`src/common/fetch_pkg.sv`:
```
package fetch_pkg;

    // Fetch start address and filler instruction
    localparam logic [31:0] reset_vector = 32'h0000_2000;
    // addi x0, x0, 0
    localparam logic [31:0] instr_nop = 32'h0000_0013;

    // Direct-mapped cache geometry, one word per line
    localparam int icache_lines = 16;
    localparam int icache_index_bits = 4;
    localparam int icache_tag_bits = 26;

    // AXI4-Lite read side constants
    localparam logic [2:0] axi_prot_instr = 3'b100;
    localparam logic [1:0] axi_resp_okay = 2'b00;

    // Trap cause, bit 31 marks an interrupt
    typedef logic [31:0] cause_t;

    localparam cause_t cause_instr_misaligned = 32'h0000_0000;
    localparam cause_t cause_instr_access_fault = 32'h0000_0001;
    localparam cause_t cause_timer_irq = 32'h8000_0007;
    localparam cause_t cause_external_irq = 32'h8000_000b;

    typedef enum logic [1:0] {
        cmd_none,
        cmd_execute,
        cmd_flush_all
    } cache_cmd_t;

    typedef enum logic [2:0] {
        rsp_idle,
        rsp_wait,
        rsp_done,
        rsp_access_fault,
        rsp_misaligned
    } cache_rsp_t;

    typedef struct packed {
        cache_cmd_t  cmd;
        logic [31:0] address;
    } cache_req_t;

    typedef struct packed {
        cache_rsp_t  rsp;
        logic [31:0] load_data;
    } cache_resp_t;

    // Slot handed to execute
    typedef struct packed {
        logic [31:0] instr;
        logic [31:0] pc;
        logic        exc_start;
        cause_t      cause;
    } f2e_t;

    // Redirects and flow control from execute
    typedef struct packed {
        logic        ready;
        logic        exc_start;
        logic        exc_return;
        logic [31:0] epc;
        logic        flush;
        logic        branch_taken;
        logic [31:0] branch_target;
    } e2f_t;

    typedef struct packed {
        logic        request;
        logic        exit_request;
        logic        set_pc;
        logic [31:0] pc;
    } dbg_req_t;

    typedef enum logic [2:0] {
        pc_hold,
        pc_reset,
        pc_seq,
        pc_branch,
        pc_epc,
        pc_mtvec,
        pc_dbg
    } pc_src_t;

endpackage

```
`src/fetch/fetch_ctrl.sv`:
```
`timescale 1ns/1ps

module fetch_ctrl
    import fetch_pkg::*;
(
    input  logic        clk,
    input  logic        reseted,
    input  logic        cache_ready,
    input  cache_resp_t cache_resp,
    input  e2f_t        e2f,
    input  dbg_req_t    dbg,
    input  logic        irq_timer,
    input  logic        irq_exti,
    output cache_cmd_t  cache_cmd,
    output pc_src_t     pc_src,
    output logic        take_word,
    output logic        after_flush,
    output logic        exc_start,
    output logic        dbg_mode
);

    logic reset_pending;
    logic flushing;
    logic dbg_pc_set;

    logic enter_dbg;
    logic start_flush;

    logic cache_done;
    logic cache_idle;
    logic cache_wait;
    logic cache_fault;
    logic irq_any;

    assign cache_done = cache_resp.rsp == rsp_done;
    assign cache_idle = cache_resp.rsp == rsp_idle;
    assign cache_wait = cache_resp.rsp == rsp_wait;
    assign cache_fault = (cache_resp.rsp == rsp_access_fault) ||
                         (cache_resp.rsp == rsp_misaligned);
    assign irq_any = irq_timer || irq_exti;

    always_comb begin
        cache_cmd = cmd_none;
        pc_src = pc_hold;
        take_word = 1'b0;
        exc_start = 1'b0;
        enter_dbg = 1'b0;
        start_flush = 1'b0;
        if (!cache_ready) begin
            // Cache still sweeping its valid bits
        end else if (dbg_mode && !dbg.exit_request) begin
            // Halted, only the PC may be changed
            if (dbg.set_pc) begin
                pc_src = pc_dbg;
            end
        end else if (flushing) begin
            if (!cache_done) begin
                cache_cmd = cmd_flush_all;
            end
        end else if (cache_wait) begin
            // Miss in progress, keep asking for the same word
            cache_cmd = cmd_execute;
        end else if (reset_pending || dbg_mode || cache_fault ||
                     (e2f.ready && (cache_done || cache_idle))) begin
            take_word = 1'b1;
            cache_cmd = cmd_execute;
            if (reset_pending) begin
                pc_src = pc_reset;
            end else if (dbg.request) begin
                cache_cmd = cmd_none;
                enter_dbg = 1'b1;
            end else if (irq_any) begin
                exc_start = 1'b1;
                pc_src = pc_mtvec;
            end else if (e2f.ready && e2f.exc_return) begin
                pc_src = pc_epc;
            end else if (e2f.ready && e2f.branch_taken) begin
                pc_src = pc_branch;
            end else if (e2f.ready && e2f.flush) begin
                cache_cmd = cmd_flush_all;
                start_flush = 1'b1;
            end else if (e2f.ready && e2f.exc_start) begin
                // Execute signals the trap itself
                pc_src = pc_mtvec;
            end else if (cache_fault) begin
                exc_start = 1'b1;
                pc_src = pc_mtvec;
            end else if (dbg_pc_set) begin
                // Resume at the address debug wrote, not after it
                pc_src = pc_hold;
            end else begin
                pc_src = pc_seq;
            end
        end
    end

    always_ff @(posedge clk) begin
        if (reseted) begin
            reset_pending <= 1'b1;
            flushing <= 1'b0;
            after_flush <= 1'b0;
            dbg_mode <= 1'b0;
            dbg_pc_set <= 1'b0;
        end else if (take_word) begin
            reset_pending <= 1'b0;
            dbg_mode <= enter_dbg;
            dbg_pc_set <= 1'b0;
            // Both flags start with the flush command
            flushing <= start_flush;
            after_flush <= start_flush;
        end else begin
            if (flushing && cache_done) begin
                flushing <= 1'b0;
            end
            if (dbg_mode && dbg.set_pc) begin
                dbg_pc_set <= 1'b1;
            end
        end
    end

endmodule

```
`src/fetch/pc_select.sv`:
```
`timescale 1ns/1ps

module pc_select
    import fetch_pkg::*;
(
    input  logic        clk,
    input  logic        reseted,
    input  pc_src_t     pc_src,
    input  logic [31:0] mtvec,
    input  e2f_t        e2f,
    input  logic [31:0] dbg_pc,
    output logic [31:0] pc,
    output logic [31:0] next_pc
);

    // next_pc doubles as the cache address of this cycle
    always_comb begin
        case (pc_src)
            pc_reset: begin
                next_pc = reset_vector;
            end
            pc_seq: begin
                next_pc = pc + 32'd4;
            end
            pc_branch: begin
                next_pc = e2f.branch_target;
            end
            pc_epc: begin
                next_pc = e2f.epc;
            end
            pc_mtvec: begin
                next_pc = mtvec;
            end
            pc_dbg: begin
                next_pc = dbg_pc;
            end
            default: begin
                next_pc = pc;
            end
        endcase
    end

    // PC of the word in flight, shown to execute with its result
    always_ff @(posedge clk) begin
        if (reseted) begin
            pc <= reset_vector;
        end else begin
            pc <= next_pc;
        end
    end

endmodule

```
`src/fetch/fetch_output.sv`:
```
`timescale 1ns/1ps

module fetch_output
    import fetch_pkg::*;
(
    input  logic        clk,
    input  logic        reseted,
    input  cache_resp_t cache_resp,
    input  logic        dbg_mode,
    input  logic        after_flush,
    input  logic        exc_start,
    input  logic        irq_timer,
    input  logic        irq_exti,
    input  logic        e2f_exc_start,
    input  logic [31:0] pc,
    output f2e_t        f2e
);

    logic [31:0] saved_instr;

    always_comb begin
        f2e.pc = pc;
        f2e.exc_start = exc_start;
        f2e.instr = instr_nop;
        case (cache_resp.rsp)
            rsp_done: begin
                // Flush completion carries no instruction
                if (!after_flush) begin
                    f2e.instr = cache_resp.load_data;
                end
            end
            rsp_idle: begin
                // Stalled slot shows the word again
                if (!after_flush && !dbg_mode) begin
                    f2e.instr = saved_instr;
                end
            end
            default: begin
                f2e.instr = instr_nop;
            end
        endcase
    end

    // Cause only means something with exc_start
    always_comb begin
        f2e.cause = '0;
        if (!exc_start || e2f_exc_start) begin
            f2e.cause = '0;
        end else if (cache_resp.rsp == rsp_misaligned) begin
            f2e.cause = cause_instr_misaligned;
        end else if (cache_resp.rsp == rsp_access_fault) begin
            f2e.cause = cause_instr_access_fault;
        end else if (irq_exti) begin
            f2e.cause = cause_external_irq;
        end else if (irq_timer) begin
            f2e.cause = cause_timer_irq;
        end
    end

    always_ff @(posedge clk) begin
        if (reseted) begin
            saved_instr <= instr_nop;
        end else begin
            saved_instr <= f2e.instr;
        end
    end

endmodule

```
`src/design/icache.sv`:
```
`timescale 1ns/1ps

module icache
    import fetch_pkg::*;
(
    input  logic        clk,
    input  logic        reseted,
    input  cache_req_t  cache_req,
    output cache_resp_t cache_resp,
    output logic        cache_ready,
    output logic [31:0] araddr,
    output logic [2:0]  arprot,
    output logic        arvalid,
    input  logic        arready,
    input  logic [31:0] rdata,
    input  logic [1:0]  rresp,
    input  logic        rvalid,
    output logic        rready
);

    typedef enum logic [1:0] {
        st_idle,
        st_ar,
        st_r
    } bus_state_t;

    logic [icache_tag_bits-1:0]   tag_mem [icache_lines];
    logic [31:0]                  data_mem [icache_lines];
    logic [icache_lines-1:0]      valid;

    bus_state_t                   state;
    logic                         sweeping;
    logic [icache_index_bits-1:0] sweep_idx;

    logic [icache_index_bits-1:0] req_idx;
    logic [icache_tag_bits-1:0]   req_tag;
    logic                         hit;
    logic                         fill;
    logic                         do_flush;

    assign req_idx = cache_req.address[icache_index_bits+1:2];
    assign req_tag = cache_req.address[31:icache_index_bits+2];
    assign hit = valid[req_idx] && (tag_mem[req_idx] == req_tag);
    assign fill = (state == st_r) && rvalid && (rresp == axi_resp_okay);
    assign do_flush = cache_ready && (state == st_idle) && (cache_req.cmd == cmd_flush_all);

    assign cache_ready = !sweeping;
    assign arprot = axi_prot_instr;

    // Read channel handshake and response register
    always_ff @(posedge clk) begin
        if (reseted) begin
            state <= st_idle;
            sweeping <= 1'b1;
            sweep_idx <= '0;
            arvalid <= 1'b0;
            rready <= 1'b0;
            cache_resp.rsp <= rsp_idle;
        end else if (sweeping) begin
            sweep_idx <= sweep_idx + 1'b1;
            if (sweep_idx == icache_index_bits'(icache_lines - 1)) begin
                sweeping <= 1'b0;
            end
        end else begin
            case (state)
                st_idle: begin
                    cache_resp.rsp <= rsp_idle;
                    if (cache_req.cmd == cmd_flush_all) begin
                        cache_resp.rsp <= rsp_done;
                    end else if (cache_req.cmd == cmd_execute) begin
                        if (cache_req.address[1:0] != 2'b00) begin
                            cache_resp.rsp <= rsp_misaligned;
                        end else if (hit) begin
                            cache_resp.rsp <= rsp_done;
                        end else begin
                            cache_resp.rsp <= rsp_wait;
                            arvalid <= 1'b1;
                            state <= st_ar;
                        end
                    end
                end
                st_ar: begin
                    if (arready) begin
                        arvalid <= 1'b0;
                        rready <= 1'b1;
                        state <= st_r;
                    end
                end
                default: begin
                    if (rvalid) begin
                        rready <= 1'b0;
                        state <= st_idle;
                        cache_resp.rsp <= (rresp == axi_resp_okay) ? rsp_done : rsp_access_fault;
                    end
                end
            endcase
        end
    end

    // Sweep, flush and fill all touch the valid bits
    always_ff @(posedge clk) begin
        if (sweeping) begin
            valid[sweep_idx] <= 1'b0;
        end else if (do_flush) begin
            valid <= '0;
        end else if (fill) begin
            valid[araddr[icache_index_bits+1:2]] <= 1'b1;
        end
    end

    // Arrays, address and returned word
    always_ff @(posedge clk) begin
        if (state == st_idle) begin
            araddr <= cache_req.address;
            cache_resp.load_data <= data_mem[req_idx];
        end
        if (fill) begin
            tag_mem[araddr[icache_index_bits+1:2]] <= araddr[31:icache_index_bits+2];
            data_mem[araddr[icache_index_bits+1:2]] <= rdata;
            cache_resp.load_data <= rdata;
        end
    end

endmodule

```
`src/design/fetch_top.sv`:
```
`timescale 1ns/1ps

module fetch_top
    import fetch_pkg::*;
(
    input  logic        clk,
    input  logic        reseted,
    input  logic [31:0] mtvec,
    input  logic        irq_timer,
    input  logic        irq_exti,
    input  e2f_t        e2f,
    input  dbg_req_t    dbg,
    output f2e_t        f2e,
    output logic        dbg_mode,
    output logic [31:0] araddr,
    output logic [2:0]  arprot,
    output logic        arvalid,
    input  logic        arready,
    input  logic [31:0] rdata,
    input  logic [1:0]  rresp,
    input  logic        rvalid,
    output logic        rready
);

    cache_req_t  cache_req;
    cache_resp_t cache_resp;
    logic        cache_ready;
    cache_cmd_t  cache_cmd;
    pc_src_t     pc_src;
    logic        take_word;
    logic        after_flush;
    logic        exc_start;
    logic [31:0] pc;
    logic [31:0] next_pc;

    // Command and address meet here on their way to the cache
    assign cache_req.cmd = cache_cmd;
    assign cache_req.address = next_pc;

    fetch_ctrl fetch_ctrl_i (
        .clk         (clk),
        .reseted     (reseted),
        .cache_ready (cache_ready),
        .cache_resp  (cache_resp),
        .e2f         (e2f),
        .dbg         (dbg),
        .irq_timer   (irq_timer),
        .irq_exti    (irq_exti),
        .cache_cmd   (cache_cmd),
        .pc_src      (pc_src),
        .take_word   (take_word),
        .after_flush (after_flush),
        .exc_start   (exc_start),
        .dbg_mode    (dbg_mode)
    );

    pc_select pc_select_i (
        .clk     (clk),
        .reseted (reseted),
        .pc_src  (pc_src),
        .mtvec   (mtvec),
        .e2f     (e2f),
        .dbg_pc  (dbg.pc),
        .pc      (pc),
        .next_pc (next_pc)
    );

    fetch_output fetch_output_i (
        .clk           (clk),
        .reseted       (reseted),
        .cache_resp    (cache_resp),
        .dbg_mode      (dbg_mode),
        .after_flush   (after_flush),
        .exc_start     (exc_start),
        .irq_timer     (irq_timer),
        .irq_exti      (irq_exti),
        .e2f_exc_start (e2f.exc_start),
        .pc            (pc),
        .f2e           (f2e)
    );

    icache icache_i (
        .clk         (clk),
        .reseted     (reseted),
        .cache_req   (cache_req),
        .cache_resp  (cache_resp),
        .cache_ready (cache_ready),
        .araddr      (araddr),
        .arprot      (arprot),
        .arvalid     (arvalid),
        .arready     (arready),
        .rdata       (rdata),
        .rresp       (rresp),
        .rvalid      (rvalid),
        .rready      (rready)
    );

endmodule

```
`config.mk`:
```
export PLATFORM = sky130hd
export DESIGN_NAME = fetch_top
export DESIGN_NICKNAME = d
export VERILOG_FILES = /design/src/common/fetch_pkg.sv /design/src/fetch/fetch_ctrl.sv /design/src/fetch/pc_select.sv /design/src/fetch/fetch_output.sv /design/src/design/icache.sv /design/src/design/fetch_top.sv
export SDC_FILE = /design/constraint.sdc
export NUM_CORES = 1
export LEC_CHECK = 0
export BUFFER_PORTS_ARGS = -buffer_cell sky130_fd_sc_hd__buf_2
export CORE_ASPECT_RATIO = 1.25
export CORE_MARGIN = 3
export CORE_UTILIZATION = 45
export DETAILED_ROUTE_END_ITERATION = 8
export MAX_ROUTING_LAYER = met4
export PLACE_DENSITY = 0.61
export SETUP_SLACK_MARGIN = 0.15
export SLEW_MARGIN = 0
export SYNTH_ARGS = -nofsm -noshare
export SYNTH_HDL_FRONTEND = slang
export SYNTH_HIERARCHICAL = 1
export SYNTH_SLANG_ARGS = --single-unit
```
`constraint.sdc`:
```
create_clock -name clk -period 16.2 [get_ports clk]
set_input_delay 1.62 -clock clk [delete_from_list [all_inputs] [get_ports clk]]
set_output_delay 1.62 -clock clk [all_outputs]
set_load 0.02 [all_outputs]
```
# Word-level counts from Yosys, hierarchy flattened
# Memory sizes are Yosys's and may differ from the RTL's.
# Cells that the tools add are included.
# word_totals
out_inout_bits,135
mem_count,2
regBits,161
elab_cells,208
inputBits,176
mem_bits_rw,928
# memory_table
memory,words,word_bits,rd,rd_clocked_by_memory_dff,write_ports,line_no,source
icache_i.data_mem,16,32,1,0,1,icache.sv:28,logic [31:0] data_mem [icache_lines];
icache_i.tag_mem,16,26,1,0,1,icache.sv:27,logic [icache_tag_bits-1:0] tag_mem [icache_lines];
# classes
n_addsub,2
bitwise_logic,6
n_reduce_logical,44
n_eq_ne,21
n_lt_le_gt_ge,5
n_mux,112
# op_table
op,n
$mux W32,9
$pmux W32 S6,1
$pmux W32 S2,1
$mux W3,18
$mux W1,53
$mux W16,3
$mux W2,20
$add A32 B3 Y32 const B,1
$eq A26 B26 Y1,1
$and A16 B16 Y16,1
$logic_and A1 B1 Y1,16
$not A16 Y16,1
$or A16 B16 Y16,1
$lt A4 B5 Y1 const B,3
$reduce_and A7 Y1,2
$eq A3 B2 Y1 const B,4
$eq A3 B3 Y1 const B,4
$reduce_bool A2 Y1,6
$ne A2 B2 Y1 const B,5
$demux W1 S4,2
$ge A4 B1 Y1 const B,2
$logic_or A1 B1 Y1,7
$eq A3 B1 Y1 const B,2
$pmux W3 S2,1
other kinds (15),26

# Longest topological paths before layout
# logic_depth
ltp_word,25
depth_mapped,26
depth_no_buf,18

# Cells and area by module
# Netlist, hierarchy kept.
# modules_own_cells
mod,n_inst,area_per_inst_um2,cells_per_inst
icache,1,39985.8,1899
pc_select,1,3278.1,460
fetch_output,1,1911.8,197
fetch_ctrl,1,471.7,68

# Worst setup path before layout
# No wires, ideal clock.
# synth_path
kind,input to register
start,input port rresp[1]
end,memory icache_i.data_mem[4][0] (enable)
path_slack_ns,7.599
arrival_time_ns,7.983
setup_ns,0.617
path_buffers,2
path_stages,4
path_cell_list,or4_1 clkbuf_1 clkbuf_1 nor4_1
# synth_via
elab_chain_len,4
# synth_rtl
item,line_no,source
from (decl),fetch_top.sv:20,"input logic [1:0] rresp,"
$logic_not A2 Y1,icache.sv:44,assign fill = (state == st_r) && rvalid && (rresp == axi_resp_okay);
$logic_and A1 B1 Y1,icache.sv:44,
$mux W1,icache.sv:117,if (fill) begin
$mux W1 (implied by the code),icache.sv:119,data_mem[araddr[icache_index_bits+1:2]] <= rdata;
to (decl),icache.sv:28,
# Every way passes these cells.

# Worst setup path after layout
# layout_path
start,input port e2f[68] in the netlist's numbering
end,register icache_i/cache_resp[32] (netlist name)
# layout_via
elab_chain_len,23
elab_cells_between_ends,49
cone_classes,eq/ne (9); mux (31); reduce/logical (8); memory (1)
# layout_rtl
item,line_no,source
from (decl),fetch_top.sv:11,"input e2f_t e2f,"
$logic_and A1 B1 Y1,fetch_ctrl.sv:82,end else if (e2f.ready && e2f.exc_start) begin
$mux W3,fetch_ctrl.sv:82,
$mux W3,fetch_ctrl.sv:79,end else if (e2f.ready && e2f.flush) begin
$mux W3,fetch_ctrl.sv:77,end else if (e2f.ready && e2f.branch_taken) begin
$mux W3,fetch_ctrl.sv:75,end else if (e2f.ready && e2f.exc_return) begin
$mux W3,fetch_ctrl.sv:72,end else if (irq_any) begin
$mux W3,fetch_ctrl.sv:69,end else if (dbg.request) begin
$mux W3,fetch_ctrl.sv:67,if (reset_pending) begin
[... 5 more ...],-,
named net pc_src[1],fetch_top.sv:29,pc_src_t pc_src;
[... 2 more ...],-,
named net next_pc[3],fetch_top.sv:34,logic [31:0] next_pc;
$mem_v2 Z16 W26 or $bmux W1 S4 (tied branches),-,
$eq A26 B26 Y1 or $mux W1 (tied branches),icache.sv:43,assign hit = valid[req_idx] && (tag_mem[req_idx] == req_tag);
$logic_and A1 B1 Y1 *,icache.sv:43,
$mux W2 *,icache.sv:73,end else if (hit) begin
$mux W3 *,icache.sv:71,if (cache_req.address[1:0] != 2'b00) begin
$mux W3 *,icache.sv:70,end else if (cache_req.cmd == cmd_execute) begin
$mux W3 *,icache.sv:68,if (cache_req.cmd == cmd_flush_all) begin
$pmux W3 S2 *,icache.sv:65,case (state)
# The timed path passes the listed nets; every way through them passes the cells marked *. The select of a mux whose other input is x is not followed.
# A chain may end at the register's enable or synchronous reset.

==> impl_metrics.xml <==
<?xml version="1.0" encoding="UTF-8"?>
<metrics>
  <group name="critical_path">
    <metric name="crit_path_max_incr_delay" unit="ns">0.87</metric>
    <metric name="reg2reg_slack" unit="ns">7.28</metric>
    <metric name="critical_path.cell_chain" unit="">buf_2 -&gt; nor2_1 -&gt; o2bb2ai_2 -&gt; or4_4 -&gt; o31ai_4 -&gt; buf_4 -&gt; nor3_1 -&gt; a21oi_1 -&gt; buf_4 -&gt; o22a_4 -&gt; buf_4 -&gt; buf_4 -&gt; mux4_2 -&gt; mux2i_1 -&gt; xor2_1 -&gt; nand2_1 -&gt; nor4b_1 -&gt; o211ai_1 -&gt; o31ai_1 -&gt; a311oi_1</metric>
    <metric name="critical_path.top_delay_family" unit="">compound AO/OA/AOI/OAI gates</metric>
    <metric name="critical_path.n_buffers_inverters" unit="">5</metric>
    <metric name="setup.worst_path.end_class" unit="">flip-flop</metric>
    <metric name="ws_path_type" unit="">input port to flip-flop</metric>
    <metric name="crit_path_top_delay_cell" unit="">sky130_fd_sc_hd__nor4b_1</metric>
    <metric name="start_kind" unit="">input port</metric>
    <metric name="worstPathRequired" unit="ns">16.72</metric>
    <metric name="critPathArrivalTime" unit="ns">9.61</metric>
    <metric name="crit_path_max_fanout" unit="">57</metric>
    <metric name="critPathMostFrequentCell" unit="">sky130_fd_sc_hd__buf_4</metric>
  </group>
  <group name="layout">
    <metric name="mostFrequentLayoutCells" unit="">1008 x sky130_fd_sc_hd__edfxtp_1, 280 x sky130_fd_sc_hd__buf_2, 251 x sky130_fd_sc_hd__mux4_2</metric>
    <metric name="drive_above_1_share" unit="">0.270</metric>
    <metric name="layout_commonest_cell" unit="">sky130_fd_sc_hd__edfxtp_1</metric>
    <metric name="area_delta_synth_final" unit="%">12.8</metric>
    <metric name="num-nets-final" unit="">3063</metric>
  </group>
  <group name="cts">
    <metric name="setup_buffers_after_cts" unit="">0</metric>
    <metric name="ctsHtreeMaxLevel" unit="">3</metric>
    <metric name="cts_max_path_buffers" unit="">3</metric>
    <metric name="cts_tree" unit="">built</metric>
    <metric name="cts_root_buffer" unit="">sky130_fd_sc_hd__clkbuf_16</metric>
    <metric name="clkSinkCount" unit="">1089</metric>
    <metric name="clock_latency" unit="ns">0.67</metric>
    <metric name="cts_hold_buffers" unit="">0</metric>
    <metric name="postCtsResizedCells" unit="">0</metric>
    <metric name="clk_pin_slew" unit="ns">0.06</metric>
    <metric name="cts-buffers-inserted" unit="">104</metric>
  </group>
  <group name="power_and_ir_drop">
    <metric name="total_power" unit="mW">5.45</metric>
    <metric name="ir_drop_worst_vdd" unit="mV">0.0959</metric>
    <metric name="power.leakage" unit="nW">16.5</metric>
    <metric name="power_per_cell_area" unit="mW/mm2">106</metric>
  </group>
  <group name="sta">
    <metric name="final_hold_viol_count" unit="">0</metric>
    <metric name="relSlewSlack" unit="">0.251</metric>
    <metric name="skew_final" unit="ns">0.0262</metric>
    <metric name="layout_worst_path_cycle_share" unit="">0.561</metric>
    <metric name="setup_viol_count_final" unit="">0</metric>
    <metric name="slew_viol_final" unit="">0</metric>
    <metric name="fmax" unit="MHz">110</metric>
    <metric name="fin_setup_tns" unit="ns">0</metric>
    <metric name="timing.final.crit_period" unit="ns">9.09</metric>
    <metric name="worst-slew-pin-transition" unit="ns">1.12</metric>
    <metric name="rsz0062_at_grt" unit="">false</metric>
  </group>
  <group name="yosys">
    <metric name="synth_mux_area_frac" unit="">0.147</metric>
    <metric name="synth-async-reset-ratio" unit="">0</metric>
    <metric name="yosysWarnings" unit="">6</metric>
    <metric name="synth_edf_count" unit="">1008</metric>
    <metric name="synth_area_in_compound_gates" unit="">0.0578</metric>
    <metric name="synth_largest_type_area_fraction" unit="">0.663</metric>
    <metric name="sequential_area_share_after_synthesis" unit="">0.699</metric>
    <metric name="yosys.area_share.adder" unit="">0.00137</metric>
    <metric name="yosys.area.top_type" unit="">sky130_fd_sc_hd__edfxtp_1</metric>
    <metric name="simple_gate_share_of_the_synthesized_area" unit="">0.0602</metric>
    <metric name="postSynth.topFlopCell" unit="">sky130_fd_sc_hd__edfxtp_1</metric>
    <metric name="synth_top_family_by_area" unit="">multiplexers</metric>
    <metric name="synth_xor_area_frac" unit="">0.00614</metric>
    <metric name="synthDistinctLibCells" unit="">99</metric>
    <metric name="post_synth_inst_count" unit="">2624</metric>
    <metric name="mappedNetlistArea" unit="mm2">0.0456</metric>
    <metric name="ys_top_cells_by_area" unit="">sky130_fd_sc_hd__edfxtp_1 66%, sky130_fd_sc_hd__mux4_2 12%, sky130_fd_sc_hd__dfxtp_1 3.6%</metric>
    <metric name="avgSynthCellArea" unit="um2">17.4</metric>
    <metric name="synth.ff_latch_count" unit="">1089</metric>
  </group>
  <group name="outcome">
    <metric name="run_status" unit="">finished clean</metric>
  </group>
  <group name="placement">
    <metric name="globalplace.congestion" unit="">0.932</metric>
    <metric name="dpl.hpwl" unit="mm">72.9</metric>
    <metric name="buffer_ports.inserted" unit="">280</metric>
  </group>
  <group name="floorplanning">
    <metric name="io-pin-count" unit="">311</metric>
    <metric name="die_area" unit="mm2">0.105</metric>
    <metric name="dieHeight" unit="um">362</metric>
    <metric name="fp-row-count" unit="">130</metric>
    <metric name="start_util" unit="">0.454</metric>
    <metric name="core-area" unit="mm2">0.101</metric>
    <metric name="die_w" unit="um">291</metric>
  </group>
  <group name="detailed_routing">
    <metric name="antenna_violating_nets_post_route" unit="">0</metric>
    <metric name="finalWirelength" unit="mm">123</metric>
    <metric name="first_pass_iteration_count_of_the_detailed_router" unit="">5</metric>
    <metric name="dr_total_vias" unit="">25800</metric>
    <metric name="routed_via_density" unit="">6.00</metric>
    <metric name="detailedRoute.firstIterationViolations" unit="">2408</metric>
    <metric name="post_drt_wl_per_cell" unit="um">28.6</metric>
    <metric name="drt_drc_violations_left" unit="">0</metric>
  </group>
  <group name="grt">
    <metric name="grt_max_degree" unit="">113</metric>
    <metric name="grt_antenna_before_repair" unit="">8</metric>
    <metric name="groute.usage.overall" unit="">0.238</metric>
    <metric name="first_global_vias" unit="">26200</metric>
    <metric name="grt_pass1_wl" unit="mm">180</metric>
    <metric name="overflow" unit="">0</metric>
  </group>
  <group name="run">
    <metric name="reported_max_cap_violation_count" unit="">0</metric>
  </group>
  <group name="min_path">
    <metric name="worstHoldPathType" unit="">flip-flop to flip-flop</metric>
  </group>
</metrics>
[sequential cells by signal, summed over array words and instances (netlist names)]
name                        cells
icache_i/tag_mem              416
icache_i/rready                 1
icache_i/sweeping               1
icache_i/state                  2
fetch_ctrl_i/flushing           1
icache_i/arvalid                1
fetch_ctrl_i/after_flush        1
icache_i/data_mem             512
icache_i/valid                 16
fetch_ctrl_i/dbg_pc_set         1
icache_i/araddr                32
fetch_ctrl_i/reset_pending      1
fetch_output_i/saved_instr     32
icache_i/sweep_idx              4
fetch_ctrl_i/dbg_mode           1
pc_select_i/pc                 32
icache_i/cache_resp            35
[Yosys cell counts (6+ instances only)]
library cell,n
sky130_fd_sc_hd__mux2i_1,94
sky130_fd_sc_hd__buf_2,59
sky130_fd_sc_hd__nand2_1,200
sky130_fd_sc_hd__mux4_2,251
sky130_fd_sc_hd__a221oi_1,14
sky130_fd_sc_hd__inv_1,21
sky130_fd_sc_hd__xnor2_1,16
sky130_fd_sc_hd__nor2_1,85
sky130_fd_sc_hd__nor3_1,36
sky130_fd_sc_hd__and2_1,21
sky130_fd_sc_hd__clkbuf_1,50
sky130_fd_sc_hd__buf_4,81
sky130_fd_sc_hd__nor4_1,17
sky130_fd_sc_hd__buf_6,8
sky130_fd_sc_hd__a31oi_1,12
sky130_fd_sc_hd__o31ai_1,6
sky130_fd_sc_hd__o2bb2ai_1,9
sky130_fd_sc_hd__a22oi_1,21
sky130_fd_sc_hd__a21o_1,8
sky130_fd_sc_hd__nand3_1,27
sky130_fd_sc_hd__xor2_1,16
sky130_fd_sc_hd__a211oi_1,18
sky130_fd_sc_hd__mux2_2,8
sky130_fd_sc_hd__dfxtp_1,81
sky130_fd_sc_hd__nand2b_1,23
sky130_fd_sc_hd__or3_1,9
sky130_fd_sc_hd__and4_1,6
sky130_fd_sc_hd__o211ai_1,7
sky130_fd_sc_hd__nand4_1,16
sky130_fd_sc_hd__a22o_1,67
sky130_fd_sc_hd__o22a_1,7
sky130_fd_sc_hd__o21ai_0,50
sky130_fd_sc_hd__buf_1,14
sky130_fd_sc_hd__nor2b_1,23
sky130_fd_sc_hd__a21oi_1,86
sky130_fd_sc_hd__edfxtp_1,1008
sky130_fd_sc_hd__nand3b_1,9
sky130_fd_sc_hd__and3_1,16
[final timing paths]
path                                                     from                       endpoint  cells past startpoint
worst max-delay path                                  e2f[68]        icache_i/cache_resp[32]                     20
worst min register to register  fetch_output_i/saved_instr[0]  fetch_output_i/saved_instr[0]                      1
worst max register to register        icache_i/cache_resp[32]        icache_i/cache_resp[32]                     19
worst min-delay path            fetch_output_i/saved_instr[0]  fetch_output_i/saved_instr[0]                      1
[layout make-up]
class,instances,area [um2]
well taps,1320,1650
repair buffers,338,1850
clock inverters,56,455
clock buffers,140,2810
flip-flops and latches,1089,31900
inverters,22,83.8
fillers,8195,49000
multi-input cells,1327,12700
diodes,7,17.5
[layer usage]
layer	share of wire	GRT usage	vias up
li1	-	-	11100
met1	0.40	0.300	13500
met2	0.52	0.407	1031
met3	0.062	0.0337	165
met4	0.024	0.0642	0
met5	0	-	-
[power by group]
part           switching [mW]  internal [mW]  total, mW
logic                  0.0448         0.0232     0.0680
registers             0.00250           3.05       3.05
clock network            1.03           1.30       2.33
[per-stage QoR]
step | hold WS, ns | utilization | cells | worst slack (ns) | instance area (um2)
CTS | 0.472 | 0.512 | 4292 | 7.28 | 51500
floorplan | 0.437 | - | 2651 | 7.60 | 45700
detailed placement | 0.458 | 0.480 | 4096 | 6.53 | 48200
finish | 0.473 | 0.512 | 4299 | 7.11 | 51500
global route | 0.492 | 0.512 | 4296 | 6.90 | 51500
global placement | 0.447 | 0.480 | 4096 | 6.59 | 48200
[cell families after synthesis]
logic type	after synthesis
other	3
flip-flops	1089
adder cells (fa/ha/maj)	5
XOR/XNOR	32
buffers and inverters	235
AND/OR/NAND/NOR	535
multiplexers	354
AO/OA/AOI/OAI	371
Power figures use the tool's default switching activity.
